File: config.mk
export PLATFORM = sky130hd
export DESIGN_NAME = cache_ctrl
export DESIGN_NICKNAME = d
export VERILOG_FILES = /design/src/logic/cache_pkg.sv /design/src/logic/cache_ctrl.sv
export VERILOG_INCLUDE_DIRS = /design/src /design/src/logic
export SDC_FILE = /design/constraint.sdc
export NUM_CORES = 1
export LEC_CHECK = 0
export BUFFER_PORTS_ARGS = -buffer_cell sky130_fd_sc_hd__buf_2
export CAP_MARGIN = 30
export CORE_AREA = 5 5 42 44
export CTS_CLUSTER_DIAMETER = 50
export CTS_CLUSTER_SIZE = 14
export DETAILED_ROUTE_END_ITERATION = 8
export DIE_AREA = 0 0 47 49
export GPL_ROUTABILITY_DRIVEN = 0
export PLACE_DENSITY_LB_ADDON = 0.2
export SLEW_MARGIN = 20
export SYNTH_ARGS = -nofsm -noshare
export SYNTH_HDL_FRONTEND = slang
export SYNTH_SLANG_ARGS = --single-unit
File: constraint.sdc
create_clock -name clk -period 1.6 [get_ports clk]
set_clock_uncertainty 0.15 [all_clocks]
set_input_delay 0.16 -clock clk [delete_from_list [all_inputs] [get_ports clk]]
set_output_delay 0.16 -clock clk [all_outputs]
set_load 0.05 [all_outputs]
File: src/logic/cache_cfg.svh
`ifndef CACHE_CFG_SVH
`define CACHE_CFG_SVH

// ************************************************************
// address split, 32-bit byte address
// ************************************************************

// byte offset inside a line
`define CACHE_OFFSET_BITS 5
// set index
`define CACHE_INDEX_BITS 4
// whatever is left above index and offset
`define CACHE_TAG_BITS 23

// ************************************************************
// geometry
// ************************************************************

// four-way set associative
`define CACHE_WAYS 4
// one set per index value
`define CACHE_SETS (1 << `CACHE_INDEX_BITS)
// 32-byte lines
`define CACHE_LINE_BITS 256
// one enable per line byte
`define CACHE_MASK_BITS 32

`endif

File: src/logic/cache_pkg.sv
package cache_pkg;

`include "cache_cfg.svh"

    // full byte address, tag + index + offset
    typedef logic [`CACHE_TAG_BITS+`CACHE_INDEX_BITS+`CACHE_OFFSET_BITS-1:0] addr_t;

    // address fields
    typedef logic [`CACHE_TAG_BITS-1:0] tag_t;
    typedef logic [`CACHE_INDEX_BITS-1:0] set_t;

    // way number, four ways
    typedef logic [1:0] way_t;

    // one whole line and its byte enables
    typedef logic [`CACHE_LINE_BITS-1:0] line_t;
    typedef logic [`CACHE_MASK_BITS-1:0] mask_t;

    // controller states
    //   IDLE      wait for a cpu request
    //   LOOKUP    tag compare, respond on hit
    //   WRITEBACK dirty victim out to memory
    //   FILL      new line in from memory
    typedef enum logic [1:0] {
        IDLE,
        LOOKUP,
        WRITEBACK,
        FILL
    } ctrl_state_t;

endpackage : cache_pkg

File: src/logic/cache_ctrl.sv
`timescale 1ns/10ps

module cache_ctrl (
    input  logic clk,
    input  logic rst,

    // cpu request
    input  logic mem_read,
    input  logic mem_write,

    // lookup result for the active way
    input  logic hit,
    input  logic victim_valid,
    input  logic victim_dirty,

    // memory handshake
    input  logic pmem_resp,

    output logic mem_resp,
    output logic pmem_read,
    output logic pmem_write,

    // array strobes
    output logic tag_we,
    output logic data_we,
    output logic fill_sel,
    output logic dirty_set,
    output logic dirty_clear,
    output logic fill_done
);

    cache_pkg::ctrl_state_t state;
    cache_pkg::ctrl_state_t next_state;

    logic req;

    assign req = mem_read | mem_write;

    // ************************************************************
    // state register
    // ************************************************************

    always_ff @(posedge clk) begin
        if (rst) begin
            state <= cache_pkg::IDLE;
        end else begin
            state <= next_state;
        end
    end

    // ************************************************************
    // next state and strobes
    // ************************************************************

    always_comb begin
        next_state  = state;
        mem_resp    = 1'b0;
        pmem_read   = 1'b0;
        pmem_write  = 1'b0;
        tag_we      = 1'b0;
        data_we     = 1'b0;
        fill_sel    = 1'b0;
        dirty_set   = 1'b0;
        dirty_clear = 1'b0;
        fill_done   = 1'b0;

        case (state)
            cache_pkg::IDLE: begin
                // request sampled here, answered in lookup
                if (req) begin
                    next_state = cache_pkg::LOOKUP;
                end
            end

            cache_pkg::LOOKUP: begin
                if (!req) begin
                    // request vanished, nothing to answer
                    next_state = cache_pkg::IDLE;
                end else if (hit) begin
                    mem_resp   = 1'b1;
                    next_state = cache_pkg::IDLE;
                    // write hit merges bytes and marks the line dirty
                    if (mem_write) begin
                        data_we   = 1'b1;
                        dirty_set = 1'b1;
                    end
                end else if (victim_valid && victim_dirty) begin
                    next_state = cache_pkg::WRITEBACK;
                end else begin
                    next_state = cache_pkg::FILL;
                end
            end

            cache_pkg::WRITEBACK: begin
                // victim line out, held until memory answers
                pmem_write = 1'b1;
                if (pmem_resp) begin
                    dirty_clear = 1'b1;
                    next_state  = cache_pkg::FILL;
                end
            end

            cache_pkg::FILL: begin
                pmem_read = 1'b1;
                if (pmem_resp) begin
                    // line, tag and valid on this edge
                    tag_we     = 1'b1;
                    data_we    = 1'b1;
                    fill_sel   = 1'b1;
                    fill_done  = 1'b1;
                    // lookup again, which now hits
                    next_state = cache_pkg::LOOKUP;
                end
            end

            default: begin
                next_state = cache_pkg::IDLE;
            end
        endcase
    end

endmodule : cache_ctrl

== Word level (Yosys, flattened, before mapping) ==
Cells that the tools add are included.
W data, S select, Z words.

* Multiplexer cells: 20
* Multiply operators: 0
* $lt $le $gt $ge: 0
* Bitwise operators: 1
* Div/mod/pow operators: 0
* Add/sub/neg operators: 0
* Equal/unequal tests: 6
* Shifts and indexed selects: 0
* Reduce and logical (&&, ||, !) cells: 3

{| class="wikitable"
|+ Operators by type and width
! cell !! count
|-
| $mux W1 || 13
|-
| $mux W2 || 5
|-
| $pmux W2 S4 || 1
|-
| $ne A2 B2 Y1 const B || 3
|-
| $eq A2 B2 Y1 const B || 2
|-
| $reduce_and A3 Y1 || 1
|-
| $eq A2 B1 Y1 const B || 1
|-
| $logic_not A2 Y1 || 1
|-
| $pmux W1 S2 || 1
|-
| $logic_and A1 B1 Y1 || 1
|-
| $or A1 B1 Y1 || 1
|}

* Bits in read-only memories: 0
* Bits in latches: 0
* Input port bits: 8
* Register bits after elaboration: 2
* Bits in writable memories: 0
* Memories: 0
* Logic and storage cells: 31
* Output and inout bits: 9

== Logic depth before layout (Yosys ltp) ==
* Depth after elaboration: 5
* Gate-level depth with buffers: 5

== Worst setup path before layout ==
No wires, ideal clock.

* Kind: reg2out
* Start point: register state[0]
* End point: output port data_we
* Arrival: 1.770 ns
* Path slack: -0.480 ns
* Cell stages (with the launch flop): 4
* Path buffers: 0
* Cells stage by stage: dfxtp_1 ha_1 and2_1 or2_2

* Word-level cells in the longest chain between the ends: 2

{| class="wikitable"
|+ Ends and longest elaborated chain
! what !! line !! source
|-
| from (decl) || cache_ctrl.sv:32 || <nowiki>cache_pkg::ctrl_state_t state;</nowiki>
|-
| from (signal assigned) || cache_ctrl.sv:45 || <nowiki>state <= cache_pkg::IDLE;</nowiki>
|-
| from (signal assigned) || cache_ctrl.sv:47 || <nowiki>state <= next_state;</nowiki>
|-
| $eq A2 B2 Y1 / $eq A2 B1 Y1 (equally long branches) || cache_ctrl.sv:67 || <nowiki>case (state)</nowiki>
|-
| $pmux W1 S2 (*) || cache_ctrl.sv:67 ||
|-
| to (decl) || cache_ctrl.sv:25 || <nowiki>output logic data_we,</nowiki>
|}

Mark *: on every way between the ends. The rest lies on a longest branch, timed or not.

== Worst setup path after layout ==
* Start point: register state[1]
* End point: output port data_we

Same word-level chain as after synthesis.

==> out/qor.csv <==
metric,value,unit
Mean Syn Cell Area,8.85,um^2
Routed Antenna Nets,0,
Clk pwr share,0.391,
"Slew Viols, Final",0,
Switching Power,100,uW
register bit count reported by yosys,2,
# H-tree levels,1,
Tot Pwr,293,uW
flop2flop setup slack,0.08,ns
total track usage,0.0661,
largest net degree at the start of global routing,6,
Die Y,49,um
outcome,"finished, violations left",
Final Cell Area,483,um^2
Hold/Removal Path Class,primary input to register,
r2r worst-path depth,5,
DP HPWL,518,um
Setup crit end kind,output port,
f_max,617,MHz
P_leak,0.230,nW
Tmin final,1.62,ns
DRT iter0 DRCs,1,
Post-Syn Area,248,um^2
area of the multi-input gates,219,um^2
post-synthesis cell count,28,
Sequential Area,45.0,um^2
post-synth top area share,0.202,
switch share,0.342,
clk buf depth,2,
drt drc,0,
die width,47,um
clk_lat worst skew,0.23,ns
pre-CTS setup slack,0.0273,ns
Vias/cell,4.03,
worst hold slack,0.172,ns
"Seq/Total Area, Yosys",0.162,
synth top area cells,"ha_1, dfxtp_1, a21oi_1, and2_1, o32ai_2",
Port Buffers,16,
sequential power share,0.224,
setup TNS,-0.0212,ns
reg2reg start,state[0]$_SDFFE_PP0P_,
Num CTS Buffers,3,
Initial Utilization,0.177,
Final setup violation count,1,
initial antenna violation count,0,
biggest registers after layout,state (2),
die area,2300,um^2
worst hold stages,4,
Logic pwr share,0.385,
crit path max fanout,2,
Top reg by flops,state,
Netlist cell types,16,
"most common cell after layout, fill and taps aside",buf_2,
routed via count,270,
hold endpoint,state[1]$_SDFFE_PP0P_,
CTS tree,done,
routed wire length,676,um
final layout net count,65,
Area Growth Syn to Fin,94.9,%
Final Core Density,0.345,
syn nets,40,
diodes inserted,0,
WP data required,1.29,ns
row count,14,
Max VDD drop,0.300,mV
HP Start,hit,
Final Non-Filler Cells,67,
Ports,17,
Initial DRT Pass Iterations,3,
layout cells sized above 1,0.765,
Max Cap Viol,0,
gr ovfl total,0,
first-pass GRT wire length,1.08,mm
"commonest non-fill, non-tap cells in the layout","buf_2, buf_4, a21oi_1, buf_6, clkbuf_4",
Filler cells,141,
critical path launch point,state[1]$_SDFFE_PP0P_,
RSZ-0062 raised after global routing,yes,
synth warn,0,
final worst slack,-0.0212,ns
Int Pwr,193,uW
failing checks,negative setup slack,
Core ar.,1400,um^2
Slew HR,0.818,
crit path kind,register to output port,
Worst setup SP type,register,
CTS Sinks,2,
vias in the first global route,240,
PwrDens,606,nW/um^2
worst slew pin tran,0.272,ns
R2R Path End,state[1]$_SDFFE_PP0P_,
# placed instances,60,
crit share post-route,1.01,
max FFs per register,2,
Root Driver,clkbuf_4,
"area leader, netlist",ha_1,
average wire per standard cell,10.1,um
"CTS clk-pin slew, worst paths",0.03,ns
"Hold Violations, Final",0,
Placed Area,357,um^2
"Data arrival, critical path",1.31,ns
-- critical path, cell delays in order, from the launching register on --
cell and delay, ns:
dfxtp_2 0.32, buf_6 0.11, ha_4 0.15, and2_4 0.13
or2_4 0.23, buf_8 0.15
-- worst max path at each step --
| stage | to | slack, ns |
|---|---|---|
| 2_1_floorplan | data_we | -0.07 |
| 3_3_place_gp | data_we | 0.04 |
| 3_5_place_dp | data_we | 0.03 |
| 4_1_cts | data_we | -0.05 |
| 5_1_grt | data_we | -0.06 |
| 6_report | data_we | -0.02 |
-- power groups by stage --
stage                     Clock [mW]  Sequential (mW)  Combinational (mW)
after floorplan                    0           0.0594              0.0717
after global placement             0           0.0607              0.0979
after detailed placement           0           0.0605              0.0977
after CTS                      0.120           0.0630               0.109
after global routing           0.132           0.0664               0.124
final                          0.114           0.0656               0.113
-- cell families after synthesis --
| group | after synthesis | synth area share |
|---|---|---|
| flip-flops | 2 | 0.162 |
| AND/OR/NAND/NOR | 9 | 0.273 |
| adder cells (fa/ha/maj) | 4 | 0.202 |
| AO/OA/AOI/OAI | 8 | 0.258 |
| buffers and inverters | 5 | 0.106 |
-- cells in the mapped netlist --
library cell,number
buf_4,2
o21a_1,1
o32ai_2,1
a21oi_1,4
or3b_4,1
and2_1,3
and3_2,1
and2_4,1
o21bai_1,1
or2_2,1
a211oi_2,1
nand4b_1,1
nand2b_1,1
inv_1,3
dfxtp_1,2
ha_1,4
-- area by class of cell --
cell class	count	share of cell area
Multi-Input combinational cell	21	0.453
Clock buffer	3	0.0466
Timing Repair Buffer	22	0.342
Inverter	3	0.0233
Sequential cell	2	0.0933
Tap cell	16	0.0415
-- layer usage --
layer,part of all wire,global-route usage,vias up
met2,0.44,0.0905,12
met3,0.13,0.0369,2
met5,0,0,-
met1,0.39,0.0764,113
li1,-,-,143
met4,0.028,0.0415,0
-- timing repair --
action | 4_1_cts | 5_1_grt
buffers inserted | 2 | 1
hold buffers | 1 | 0
hold endpoints to repair | 1 | 0
setup endpoints to repair | 2 | 7
gates resized for setup | 12 | 14
pin swaps | 2 | 2
Power figures use the tool's default switching activity.
