**config.mk**
```make
export PLATFORM = sky130hd
export DESIGN_NAME = victim_counter
export DESIGN_NICKNAME = d
export VERILOG_FILES = /design/src/logic/cache_pkg.sv /design/src/logic/victim_counter.sv
export VERILOG_INCLUDE_DIRS = /design/src /design/src/logic
export SDC_FILE = /design/constraint.sdc
export NUM_CORES = 1
export LEC_CHECK = 0
export ABC_CLOCK_PERIOD_IN_PS = 1800
export BUFFER_PORTS_ARGS = -buffer_cell sky130_fd_sc_hd__buf_4
export CAP_MARGIN = 20
export CORE_ASPECT_RATIO = 2
export CORE_MARGIN = 1
export CORE_UTILIZATION = 53
export CTS_CLUSTER_SIZE = 14
export DETAILED_ROUTE_END_ITERATION = 8
export PLACE_DENSITY = 0.82
export SYNTH_ARGS = -nofsm -noshare
export SYNTH_HDL_FRONTEND = slang
export SYNTH_SLANG_ARGS = --single-unit
```
**constraint.sdc**
```tcl
create_clock -name clk -period 1.8 [get_ports clk]
set_input_delay 0.36 -clock clk [delete_from_list [all_inputs] [get_ports clk]]
set_output_delay 0.36 -clock clk [all_outputs]
set_load 0.05 [all_outputs]
```
**src/logic/cache_cfg.svh**
```systemverilog
`ifndef CACHE_CFG_SVH
`define CACHE_CFG_SVH

// ************************************************************
// address split, 32-bit byte address
// ************************************************************

// byte offset inside a line
`define CACHE_OFFSET_BITS 5
// set index
`define CACHE_INDEX_BITS 4
// whatever is left above index and offset
`define CACHE_TAG_BITS 23

// ************************************************************
// geometry
// ************************************************************

// four-way set associative
`define CACHE_WAYS 4
// one set per index value
`define CACHE_SETS (1 << `CACHE_INDEX_BITS)
// 32-byte lines
`define CACHE_LINE_BITS 256
// one enable per line byte
`define CACHE_MASK_BITS 32

`endif

```
**src/logic/cache_pkg.sv**
```systemverilog
package cache_pkg;

`include "cache_cfg.svh"

    // full byte address, tag + index + offset
    typedef logic [`CACHE_TAG_BITS+`CACHE_INDEX_BITS+`CACHE_OFFSET_BITS-1:0] addr_t;

    // address fields
    typedef logic [`CACHE_TAG_BITS-1:0] tag_t;
    typedef logic [`CACHE_INDEX_BITS-1:0] set_t;

    // way number, four ways
    typedef logic [1:0] way_t;

    // one whole line and its byte enables
    typedef logic [`CACHE_LINE_BITS-1:0] line_t;
    typedef logic [`CACHE_MASK_BITS-1:0] mask_t;

    // controller states
    //   IDLE      wait for a cpu request
    //   LOOKUP    tag compare, respond on hit
    //   WRITEBACK dirty victim out to memory
    //   FILL      new line in from memory
    typedef enum logic [1:0] {
        IDLE,
        LOOKUP,
        WRITEBACK,
        FILL
    } ctrl_state_t;

endpackage : cache_pkg

```
**src/logic/victim_counter.sv**
```systemverilog
`timescale 1ns/10ps
`include "cache_cfg.svh"

module victim_counter (
    input  logic                    clk,
    input  logic                    rst,
    input  cache_pkg::set_t         set,
    // valid bits of the addressed set
    input  logic [`CACHE_WAYS-1:0]  valid_ways,
    // one pulse per completed refill
    input  logic                    fill_done,
    output cache_pkg::way_t         victim_way
);

    // round-robin pointer, one per set
    cache_pkg::way_t ptr [`CACHE_SETS];

    always_ff @(posedge clk) begin
        if (rst) begin
            for (int s = 0; s < `CACHE_SETS; s++) begin
                ptr[s] <= '0;
            end
        end else if (fill_done) begin
            // two-bit pointer wraps by itself
            ptr[set] <= ptr[set] + cache_pkg::way_t'(1);
        end
    end

    // invalid way first, lowest number wins
    // otherwise the pointer of this set
    always_comb begin
        victim_way = ptr[set];
        for (int w = `CACHE_WAYS - 1; w >= 0; w--) begin
            if (!valid_ways[w]) begin
                victim_way = cache_pkg::way_t'(w);
            end
        end
    end

endmodule : victim_counter

```
Yosys cells after proc, flatten, opt, wreduce, memory -nomap -nowiden
Memory sizes are Yosys's and may differ from the RTL's.
Index checks and enable logic that the tools add are counted.
W data, S select, Z words.

word-level totals
  register bits after elaboration = 0
  bits in latches = 0
  bits in writable memories = 32
  bits in read-only memories = 0
  input port bits = 11
  output and inout bits = 2
  word-level logic and storage cells = 15
  memories = 1

memory list
  memory  words  width  read ports  clocked after Yosys merged registers in  wr ports  line                  source
  ptr     16     2      1           0                                        16        victim_counter.sv:16  cache_pkg::way_t ptr [`CACHE_SETS];

operators by class
  add/subtract/negate cells = 1
  multipliers = 0
  div/mod/pow operators = 0
  order comparisons = 0
  equality and inequality tests = 0
  shifts and indexed selects = 0
  mux-type cells = 12
  bitwise operators = 0
  reduce and logical (&&, ||, !) cells = 1

operators by type and width
  operator               count
  $mux W2                5
  $mux W1                6
  $mux W4                1
  $add A2 B1 Y2 const B  1
  $reduce_or A2 Y1       1

Longest topological paths before layout
Gate-level depths: netlist (run 1).

  depth after elaboration = 5
  depth in mapped cells = 6
  depth with buffers taken out = 4

Worst setup path after synthesis (run 1)
Ideal clock, no wire load.

  kind = input to output
  start point = in set[0]
  end point = out victim_way[1]
  arrival = 2.019 ns
  required time = 1.440 ns
  setup slack = -0.579 ns
  stages on the path = 6
  path buffers = 2
  cell sequence = buf_6 > buf_6 > mux4_1 > o22a_1 > nand2_1 > a31oi_1

between the ends
  cells in the longest elaborated chain, start to end = 5

ends and longest elaborated chain
  what                   line                  source
  from (decl)            victim_counter.sv:7   input cache_pkg::set_t set,
  $mem_v2 Z16 W2         n/a
  $mux W2 (4 in series)  victim_counter.sv:34  if (!valid_ways[w]) begin
  to (decl)              victim_counter.sv:12  output cache_pkg::way_t victim_way

No other way between the ends.

Worst setup path in the final report (run 1)
  start point = mem ptr[12][1] (netlist bit)
  end point = out victim_way[1]

between the ends
  cells in the longest elaborated chain, start to end = 5

ends and longest elaborated chain
  what                   line
  from (decl)            victim_counter.sv:16
  $mem_v2 Z16 W2         n/a
  $mux W2 (4 in series)  victim_counter.sv:34

No other way between the ends.

==> flow_summary.ini, run 1 <==
[outcome]
status = finished, violations left
violations = setup timing

[critical_path]
critical_path.slowest_cell = mux4_2
path_max_fanout = 2
critPathMaxStageDelay_ns = 0.46
cp_cell_sequence = mux4_2 > o22a_2 > nand2_4 > a31oi_4 > buf_6
crit_family = multiplexers
ff2ff_path_depth = 7
cp.arrival_ns = 1.74
critPathKind = reg -> out
crit_required_ns = 1.44
critPathBufInv = 1
end_kind = output port
start_kind = flop
cp_num_cells = 5

[global_route]
grt_pass1_vias = 1353
grt_pass1_wl_um = 6270
overflow = 0
grt_max_degree = 24
grtUsageTotal_pct = 23.8
antenna_found_initial = 0

[final_layout]
drive_gt1_share_pct = 46.9
syn_to_final_growth_pct = 32.0
reg_top3 = ptr (32)
multi_input_area_um2 = 942
num_antenna_cells = 0
seq_area_um2 = 961
largest_reg_flops = 32
regMostFlops = ptr
fill_cells = 191
nets = 187
final_cells = 208

[sta]
fin_ws_ns = -0.305
hold_violations = 0
grt_setup_unrepaired = true
finClkSkew_ns = 0.00894
finalCritPeriodShare_pct = 117
drv_slew = 0
worst_pin_slew_ns = 0.392
slew-limit-headroom_pct = 73.6
post-route-min-period_ns = 2.10
fmax_mhz = 475
setup_viol = 34

[detailed_routing]
wl_per_cell_um = 19.4
routed_wl_um = 4040
dr_total_vias = 1286
drt-pass1-iter-count = 4
via_per_inst = 6.18
drtAntennaViolNets = 0
drtIter0Drc = 59
route.detailed.drc = 0

[power_and_ir_drop]
power.leakage_nw = 0.905
p_per_area_nw_per_um2 = 796
max-vdd-ir-drop_mv = 0.757

[cts]
numCtsBuffers = 5
clock_sinks = 32
cts_tree = built
clockBufferDepth = 2
clock_latency_ns = 0.29
path_clk_slew_ns = 0.07
cts_max_level = 2
root_buffer = clkbuf_8

[floorplan]
fp.dieH_um = 84.4
ios = 13
die_area_um2 = 3650
coreArea_um2 = 3190
initial_core_util_pct = 56.4
die_w_um = 43.2
fp-row-count = 29

[placed_design]
dp.cells = 195
post-place-ws_ns = -0.362
place_congestion = 0.968
hpwl_um = 2880
io_buffer_count = 12

[hold_path]
hold_depth = 2
hold_path_class = in -> reg

[synth]
yosys.area.top_type_share_pct = 53.4
async_reset_ff_share_pct = 0
synth_top_area_cell = edfxtp_1
yosysUniqueCellTypes = 31
synth_nets = 151
seq_area_frac_synth_pct = 53.4
yosys-top-cells-area = edfxtp_1, mux4_1, nand2b_1, mux4_2, nor3_1
ys_warn_count = 0
syn_area_per_cell_um2 = 12.9
syn_inst = 140
synth_area_um2 = 1800
synth_ff_type = edfxtp_1
synth-edff-count = 32
synth-seq-cells = 32

[run]
maxCapViolCount = 0
[power by group]
part / leakage, nW / switching, W / total, W / internal, W
clock: 0.0532 / 0.000252 / 0.000654 / 0.000402
sequential: 0.332 / 0.00000896 / 0.000858 / 0.000849
combinational: 0.519 / 0.000203 / 0.000380 / 0.000176
total: 0.905 / 0.000464 / 0.00189 / 0.00143
[final cells by class]
cell class | instances | share of cell area [%]
Clock buffer | 5 | 2.89
Clock inverter | 3 | 1.58
Inverter | 1 | 0.158
Multi-Input combinational cell | 100 | 39.6
Sequential cell | 32 | 40.4
Tap cell | 31 | 1.63
Timing Repair Buffer | 36 | 13.7
[what timing repair did]
item                       CTS  global route
setup endpoints to repair   34            34
setup buffers                3             2
pin swaps                    5             4
hold buffers                 0             0
resized for setup            8            33
cloned                       0             0
[cell usage in the layout (no fill, tap or decap), drive strengths merged]
cell type	synthesis	routed
nor4bb	2	2
a21o	3	3
a22oi	2	2
clkbuf	4	5
o22a	2	2
nor4b	1	1
nor2b	2	2
or2	1	1
nand4b	1	1
a31oi	1	1
buf	3	36
a22o	2	2
nor3	18	18
nor2	14	14
clkinv	0	2
edfxtp	32	32
o21ai	1	1
inv	1	1
or4bb	2	2
nor4	3	3
and4b	1	1
a41oi	1	1
mux4	8	8
a21boi	2	2
and2	1	1
nand2b	15	15
nand2	17	17
bufinv	0	1
[synth_stat cells (3+ instances only)]
cell	n
edfxtp_1	32
nand2_1	16
nor3_1	16
nand2b_1	15
nor2_1	14
clkbuf_1	4
mux4_1	4
mux4_2	4
a21o_1	3
nor4_1	3
[per-stage QoR]
step	power, W	hold WS, ns	utilization (%)	setup TNS [ns]	area [um2]
2_1_floorplan	0.00106	0.664	-	-2.46	1840
3_3_place_gp	0.00117	0.828	65.0	-9.95	2080
3_5_place_dp	0.00118	0.824	65.0	-11.08	2080
4_1_cts	0.00184	0.532	69.7	-4.43	2230
5_1_grt	0.00195	0.571	74.5	-6.26	2380
6_report	0.00189	0.564	74.5	-4.85	2380
[per-layer routing]
metal  up-vias  GRT usage [%]  part of all wire [%]
met2        47           42.3                    59
met1       625           25.0                    35
met5         -              0                     0
li1        607              -                     -
met3         7           4.52                   4.3
met4         0           12.7                   1.7
[kinds of logic after synthesis]
family	synth area share, %
buf+inv	2.57
mux	10.8
compound gates	8.83
simple gates	24.4
flops	53.4
[final timing paths]
check	startpoint	endpoint	slack, ns
max	ptr[12][1]$_SDFFCE_PN0P_	victim_way[1]	-0.30
min	rst	ptr[15][0]$_SDFFCE_PN0P_	0.56
max reg2reg	ptr[14][0]$_SDFFCE_PN0P_	ptr[14][1]$_SDFFCE_PN0P_	-0.21
min reg2reg	ptr[3][0]$_SDFFCE_PN0P_	ptr[2][1]$_SDFFCE_PN0P_	1.17
No activity file was read; power rests on OpenSTA's default activity.
==> run 2, diff against run 1 <==
PLACE_DENSITY = 0.86   (was 0.82)
TNS_END_PERCENT = 20   (was unset)
==> run 2 against run 1 <==
The run still ends with setup timing left. Maximum frequency shrank 1.9%. Critical endpoint unchanged. Core utilization down 4.2 points. First-iteration DRC count decreased by 22%. Largest cell class unchanged. Critical path type unchanged. Global-route usage up 0.50 points. Hold slack worse by 0.078 ns. Setup slack worse by 0.040 ns. Flip-flop and latch count unchanged. Critical path depth unchanged. Total power down 9.7%.
==> flow_summary.ini, run 2 (synthesis results as in run 1) <==
[outcome]
status = finished, violations left
violations = setup timing

[cts]
root_buffer = clkbuf_8
clockBufferDepth = 2
cts_tree = built
cts_max_level = 2
cts_hold_buf = 0
path_clk_slew_ns = 0.06
clock_sinks = 32
clock_latency_ns = 0.29
numCtsBuffers = 5

[final_layout]
syn_to_final_growth_pct = 24.5
regMostFlops = ptr
nets = 187
largest_reg_flops = 32
num_antenna_cells = 0
layout_common_cells = buf_4, edfxtp_1, nand2_1, nand2b_1
reg_top3 = ptr (32)
drive_gt1_share_pct = 39.5
post-route-util_pct = 70.2

[detailed_routing]
via_per_inst = 6.31
drt-pass1-iter-count = 4
drtAntennaViolNets = 0
wl_per_cell_um = 19.8
drtIter0Drc = 46
dr_total_vias = 1312
routed_wl_um = 4110
route.detailed.drc = 0

[critical_path]
cp.arrival_ns = 1.79
critical_path.slowest_cell = mux4_2
path_max_fanout = 2
critPathKind = reg -> out
crit_family = multiplexers
cp_cell_sequence = mux4_2 > o22a_2 > nand2_2 > a31oi_4 > buf_6
start_kind = flop
r2r_slack_ns = -0.22
crit_required_ns = 1.44
critPathMaxStageDelay_ns = 0.47
end_kind = output port
critPathBufInv = 1

[placed_design]
io_buffer_count = 12
hpwl_um = 2990
place_congestion = 0.951

[global_route]
antenna_found_initial = 0
grt_max_degree = 17
grtUsageTotal_pct = 24.3
grt_pass1_vias = 1342
grt_pass1_wl_um = 6300
overflow = 0

[floorplan]
fp-row-count = 29
initial_core_util_pct = 56.4
ios = 13
coreArea_um2 = 3190
die_area_um2 = 3650
fp.dieH_um = 84.4
die_w_um = 43.2

[sta]
post-route-min-period_ns = 2.15
finalCritPeriodShare_pct = 119
whs_ns = 0.485
setup-tns-final_ns = -3.82
grt_setup_unrepaired = true
fmax_mhz = 466
setup_viol = 29
worst_pin_slew_ns = 0.417
finClkSkew_ns = 0.00578
slew-limit-headroom_pct = 72.1
fin_ws_ns = -0.345
hold_violations = 0
drv_slew = 0

[hold_path]
hold_path_class = in -> reg

[power_and_ir_drop]
power.leakage_nw = 0.877
p_per_area_nw_per_um2 = 762
total_power_w = 0.00171
max-vdd-ir-drop_mv = 0.862

[run]
maxCapViolCount = 0
## run 2: cell type report
class | count | area (um2)
Clock buffer | 5 | 68.8
Fill cell | 216 | 951
Inverter | 1 | 3.75
Sequential cell | 32 | 961
Clock inverter | 3 | 13.8
Multi-Input combinational cell | 100 | 862
Timing Repair Buffer | 36 | 294
Tap cell | 31 | 38.8
## run 2: worst register-to-register path, delay by kind of cell, from the launching register on
kind | cells | cell delay [ns]
flip-flops | 1 | 0.38
multiplexers | 1 | 0.47
AO/OA/AOI/OAI | 1 | 0.29
AND/OR/NAND/NOR | 2 | 0.45
buffers and inverters | 1 | 0.16
## run 2: path summary, 6_finish.rpt
check                             end                      from  cells after the start
max                     victim_way[1]  ptr[14][1]$_SDFFCE_PN0P_                      5
min          ptr[14][0]$_SDFFCE_PN0P_                       rst                      2
min reg2reg   ptr[4][1]$_SDFFCE_PN0P_   ptr[8][0]$_SDFFCE_PN0P_                      4
max reg2reg  ptr[12][1]$_SDFFCE_PN0P_  ptr[14][1]$_SDFFCE_PN0P_                      5
## run 2: through the flow
stage | cell area [um2] | setup slack [ns] | std cells
6_report | 2240 | -0.345 | 208
5_1_grt | 2240 | -0.371 | 208
4_1_cts | 2190 | -0.319 | 204
3_5_place_dp | 2040 | -0.436 | 194
3_3_place_gp | 2040 | -0.358 | 194
2_1_floorplan | 1830 | -0.166 | 140
## run 2: what timing repair did
| item | in CTS | in global routing |
|---|---|---|
| setup endpoints to repair | 34 | 33 |
| hold endpoints to repair | 0 | 0 |
| buffers inserted | 3 | 4 |
| resized for setup | 9 | 5 |
| pin swaps | 6 | 4 |
## run 2: layer usage
metal	track usage [%]	vias to the layer above	share of wire, %
met5	0	-	0
met4	17.4	0	3.1
met3	4.73	9	4.5
met2	41.9	49	59
met1	24.4	645	34
li1	-	609	-
## run 2: power breakdown
group          switching (W)  internal, W
clock               0.000258     0.000262
sequential        0.00000917     0.000849
combinational       0.000182     0.000149
total               0.000449      0.00126
==> run 3, diff against run 2 <==
CORE_UTILIZATION = 56   (was 53)
CTS_BUF_LIST = sky130_fd_sc_hd__clkbuf_8   (was unset)
PLACE_DENSITY = 0.9   (was 0.86)
SETUP_SLACK_MARGIN = 0.05   (was unset)
==> run 3 against run 2 <==
The flow still finishes with violations (setup timing). Register-to-register slack worse by 0.03 ns. Core utilization is 5.6 points higher. Final cell count did not move. Die area down 5.2%. Critical path type unchanged. Largest cell class unchanged. Clock skew shrank 0.0023 ns. Total power up 0.53%. Non-clock buffer count rose by 1. Wire length is 7.4% higher. Global-route usage up 4.4 points. Clock-buffer cell count did not move.
==> flow_summary.ini, run 3 (synthesis results as in run 1) <==
[final_layout]
syn_to_final_growth_pct = 26.8
reg_top3 = ptr (32)
final_area_um2 = 2280
nets = 189
final_cells = 208
largest_reg_flops = 32
regMostFlops = ptr
final_common_cell = edfxtp_1
drive_gt1_share_pct = 39.9
layout_common_cells = edfxtp_1, buf_4, nand2_1, nand2b_1, nor3_1
num_antenna_cells = 0

[floorplan]
ios = 13
coreArea_um2 = 3010
fp-row-count = 28
die_area_um2 = 3460
initial_core_util_pct = 59.8
fp.dieH_um = 82.2
die_w_um = 42.1

[global_route]
grt_max_degree = 14
grt_pass1_vias = 1454
grt_pass1_wl_um = 7010
antenna_found_initial = 0
overflow = 0
grtUsageTotal_pct = 28.6

[sta]
setup_viol = 18
fin_ws_ns = -0.298
slew-limit-headroom_pct = 72.5
grt_setup_unrepaired = true
fmax_mhz = 477
hold_violations = 0
finClkSkew_ns = 0.00350
worst_pin_slew_ns = 0.411
drv_slew = 0
post-route-min-period_ns = 2.10
finalCritPeriodShare_pct = 117

[critical_path]
path_max_fanout = 2
start_kind = flop
crit_path_end = victim_way[0]
r2r_start = ptr[8][0]$_SDFFCE_PN0P_
crit_path_start = ptr[8][0]$_SDFFCE_PN0P_
end_kind = output port
cp.arrival_ns = 1.74
r2r_slack_ns = -0.25
crit_required_ns = 1.44
regToRegEndpoint = ptr[15][1]$_SDFFCE_PN0P_
critPathKind = reg -> out
ff2ff_path_depth = 7

[outcome]
status = finished, violations left
violations = setup timing

[detailed_routing]
drtIter0Drc = 78
dr_total_vias = 1365
drtAntennaViolNets = 0
wl_per_cell_um = 21.2
route.detailed.drc = 0
via_per_inst = 6.56
drt-pass1-iter-count = 4
routed_wl_um = 4420

[placed_design]
place_congestion = 0.875
hpwl_um = 3050
placed_area_um2 = 2040
io_buffer_count = 12
dp.cells = 193

[power_and_ir_drop]
p_per_area_nw_per_um2 = 752
power.leakage_nw = 0.904
max-vdd-ir-drop_mv = 0.625

[cts]
numCtsBuffers = 5
clock_latency_ns = 0.28
cts_max_level = 2
clockBufferDepth = 2
root_buffer = clkbuf_8
cts_tree = built
path_clk_slew_ns = 0.06
clock_sinks = 32

[run]
maxCapViolCount = 0

[hold_path]
hold_path_class = in -> reg
worstHoldStart = rst
==> run 3: timing repair <==
item | 4_1_cts | 5_1_grt
resized for setup | 17 | 7
cloned | 1 | 0
endpoints found under the setup margin | 34 | 34
buffers inserted | 5 | 2
hold buffers | 0 | 0
pin swaps | 8 | 3
==> run 3: routing by layer <==
metal,GRT usage [%],share of wire (%),vias to the layer above,wire length (um)
met5,0,0,-,0
li1,-,-,612,-
met3,3.26,4.5,15,198
met2,52.3,56,61,2470
met1,30.6,36,677,1580
met4,18.8,3.8,0,169
==> run 3: critical path, stage by stage, from the launching register on <==
cell and delay [ns]:
edfxtp_1 0.38, mux4_2 0.53, a22oi_4 0.24, a41oi_4 0.14
buf_6 0.17
==> run 3: area by class of cell <==
class | instances | area, um2
flip-flops and latches | 32 | 961
multi-input cells | 101 | 890
fillers | 178 | 729
repair buffers | 37 | 315
clock buffers | 5 | 68.8
well taps | 30 | 37.5
clock inverters | 2 | 7.51
inverters | 1 | 3.75
==> run 3: per-stage QoR <==
stage,power (W),TNS [ns],utilization [%],hold slack (ns),worst slack [ns]
global placement,0.00114,-9.30,67.8,0.747,-0.328
global route,0.00177,-5.35,75.8,0.501,-0.372
finish,0.00172,-4.29,75.8,0.491,-0.298
floorplan,0.00106,-2.73,-,0.663,-0.166
detailed placement,0.00116,-11.10,67.8,0.771,-0.407
CTS,0.00170,-2.54,74.4,0.486,-0.308
==> run 3: power breakdown <==
| group | switching [W] | internal [W] |
|---|---|---|
| sequential | 0.00000949 | 0.000849 |
| combinational | 0.000196 | 0.000162 |
| clock | 0.000247 | 0.000254 |
| total | 0.000453 | 0.00127 |
==> run 3: worst min path at each step <==
stage                                     to  slack, ns  depth (start not counted)
floorplan           ptr[15][0]$_SDFFCE_PN0P_       0.66                          2
global placement    ptr[13][0]$_SDFFCE_PN0P_       0.75                          2
detailed placement  ptr[15][1]$_SDFFCE_PN0P_       0.77                          2
CTS                 ptr[15][1]$_SDFFCE_PN0P_       0.49                          2
global route        ptr[15][1]$_SDFFCE_PN0P_       0.50                          2
finish              ptr[15][1]$_SDFFCE_PN0P_       0.49                          2
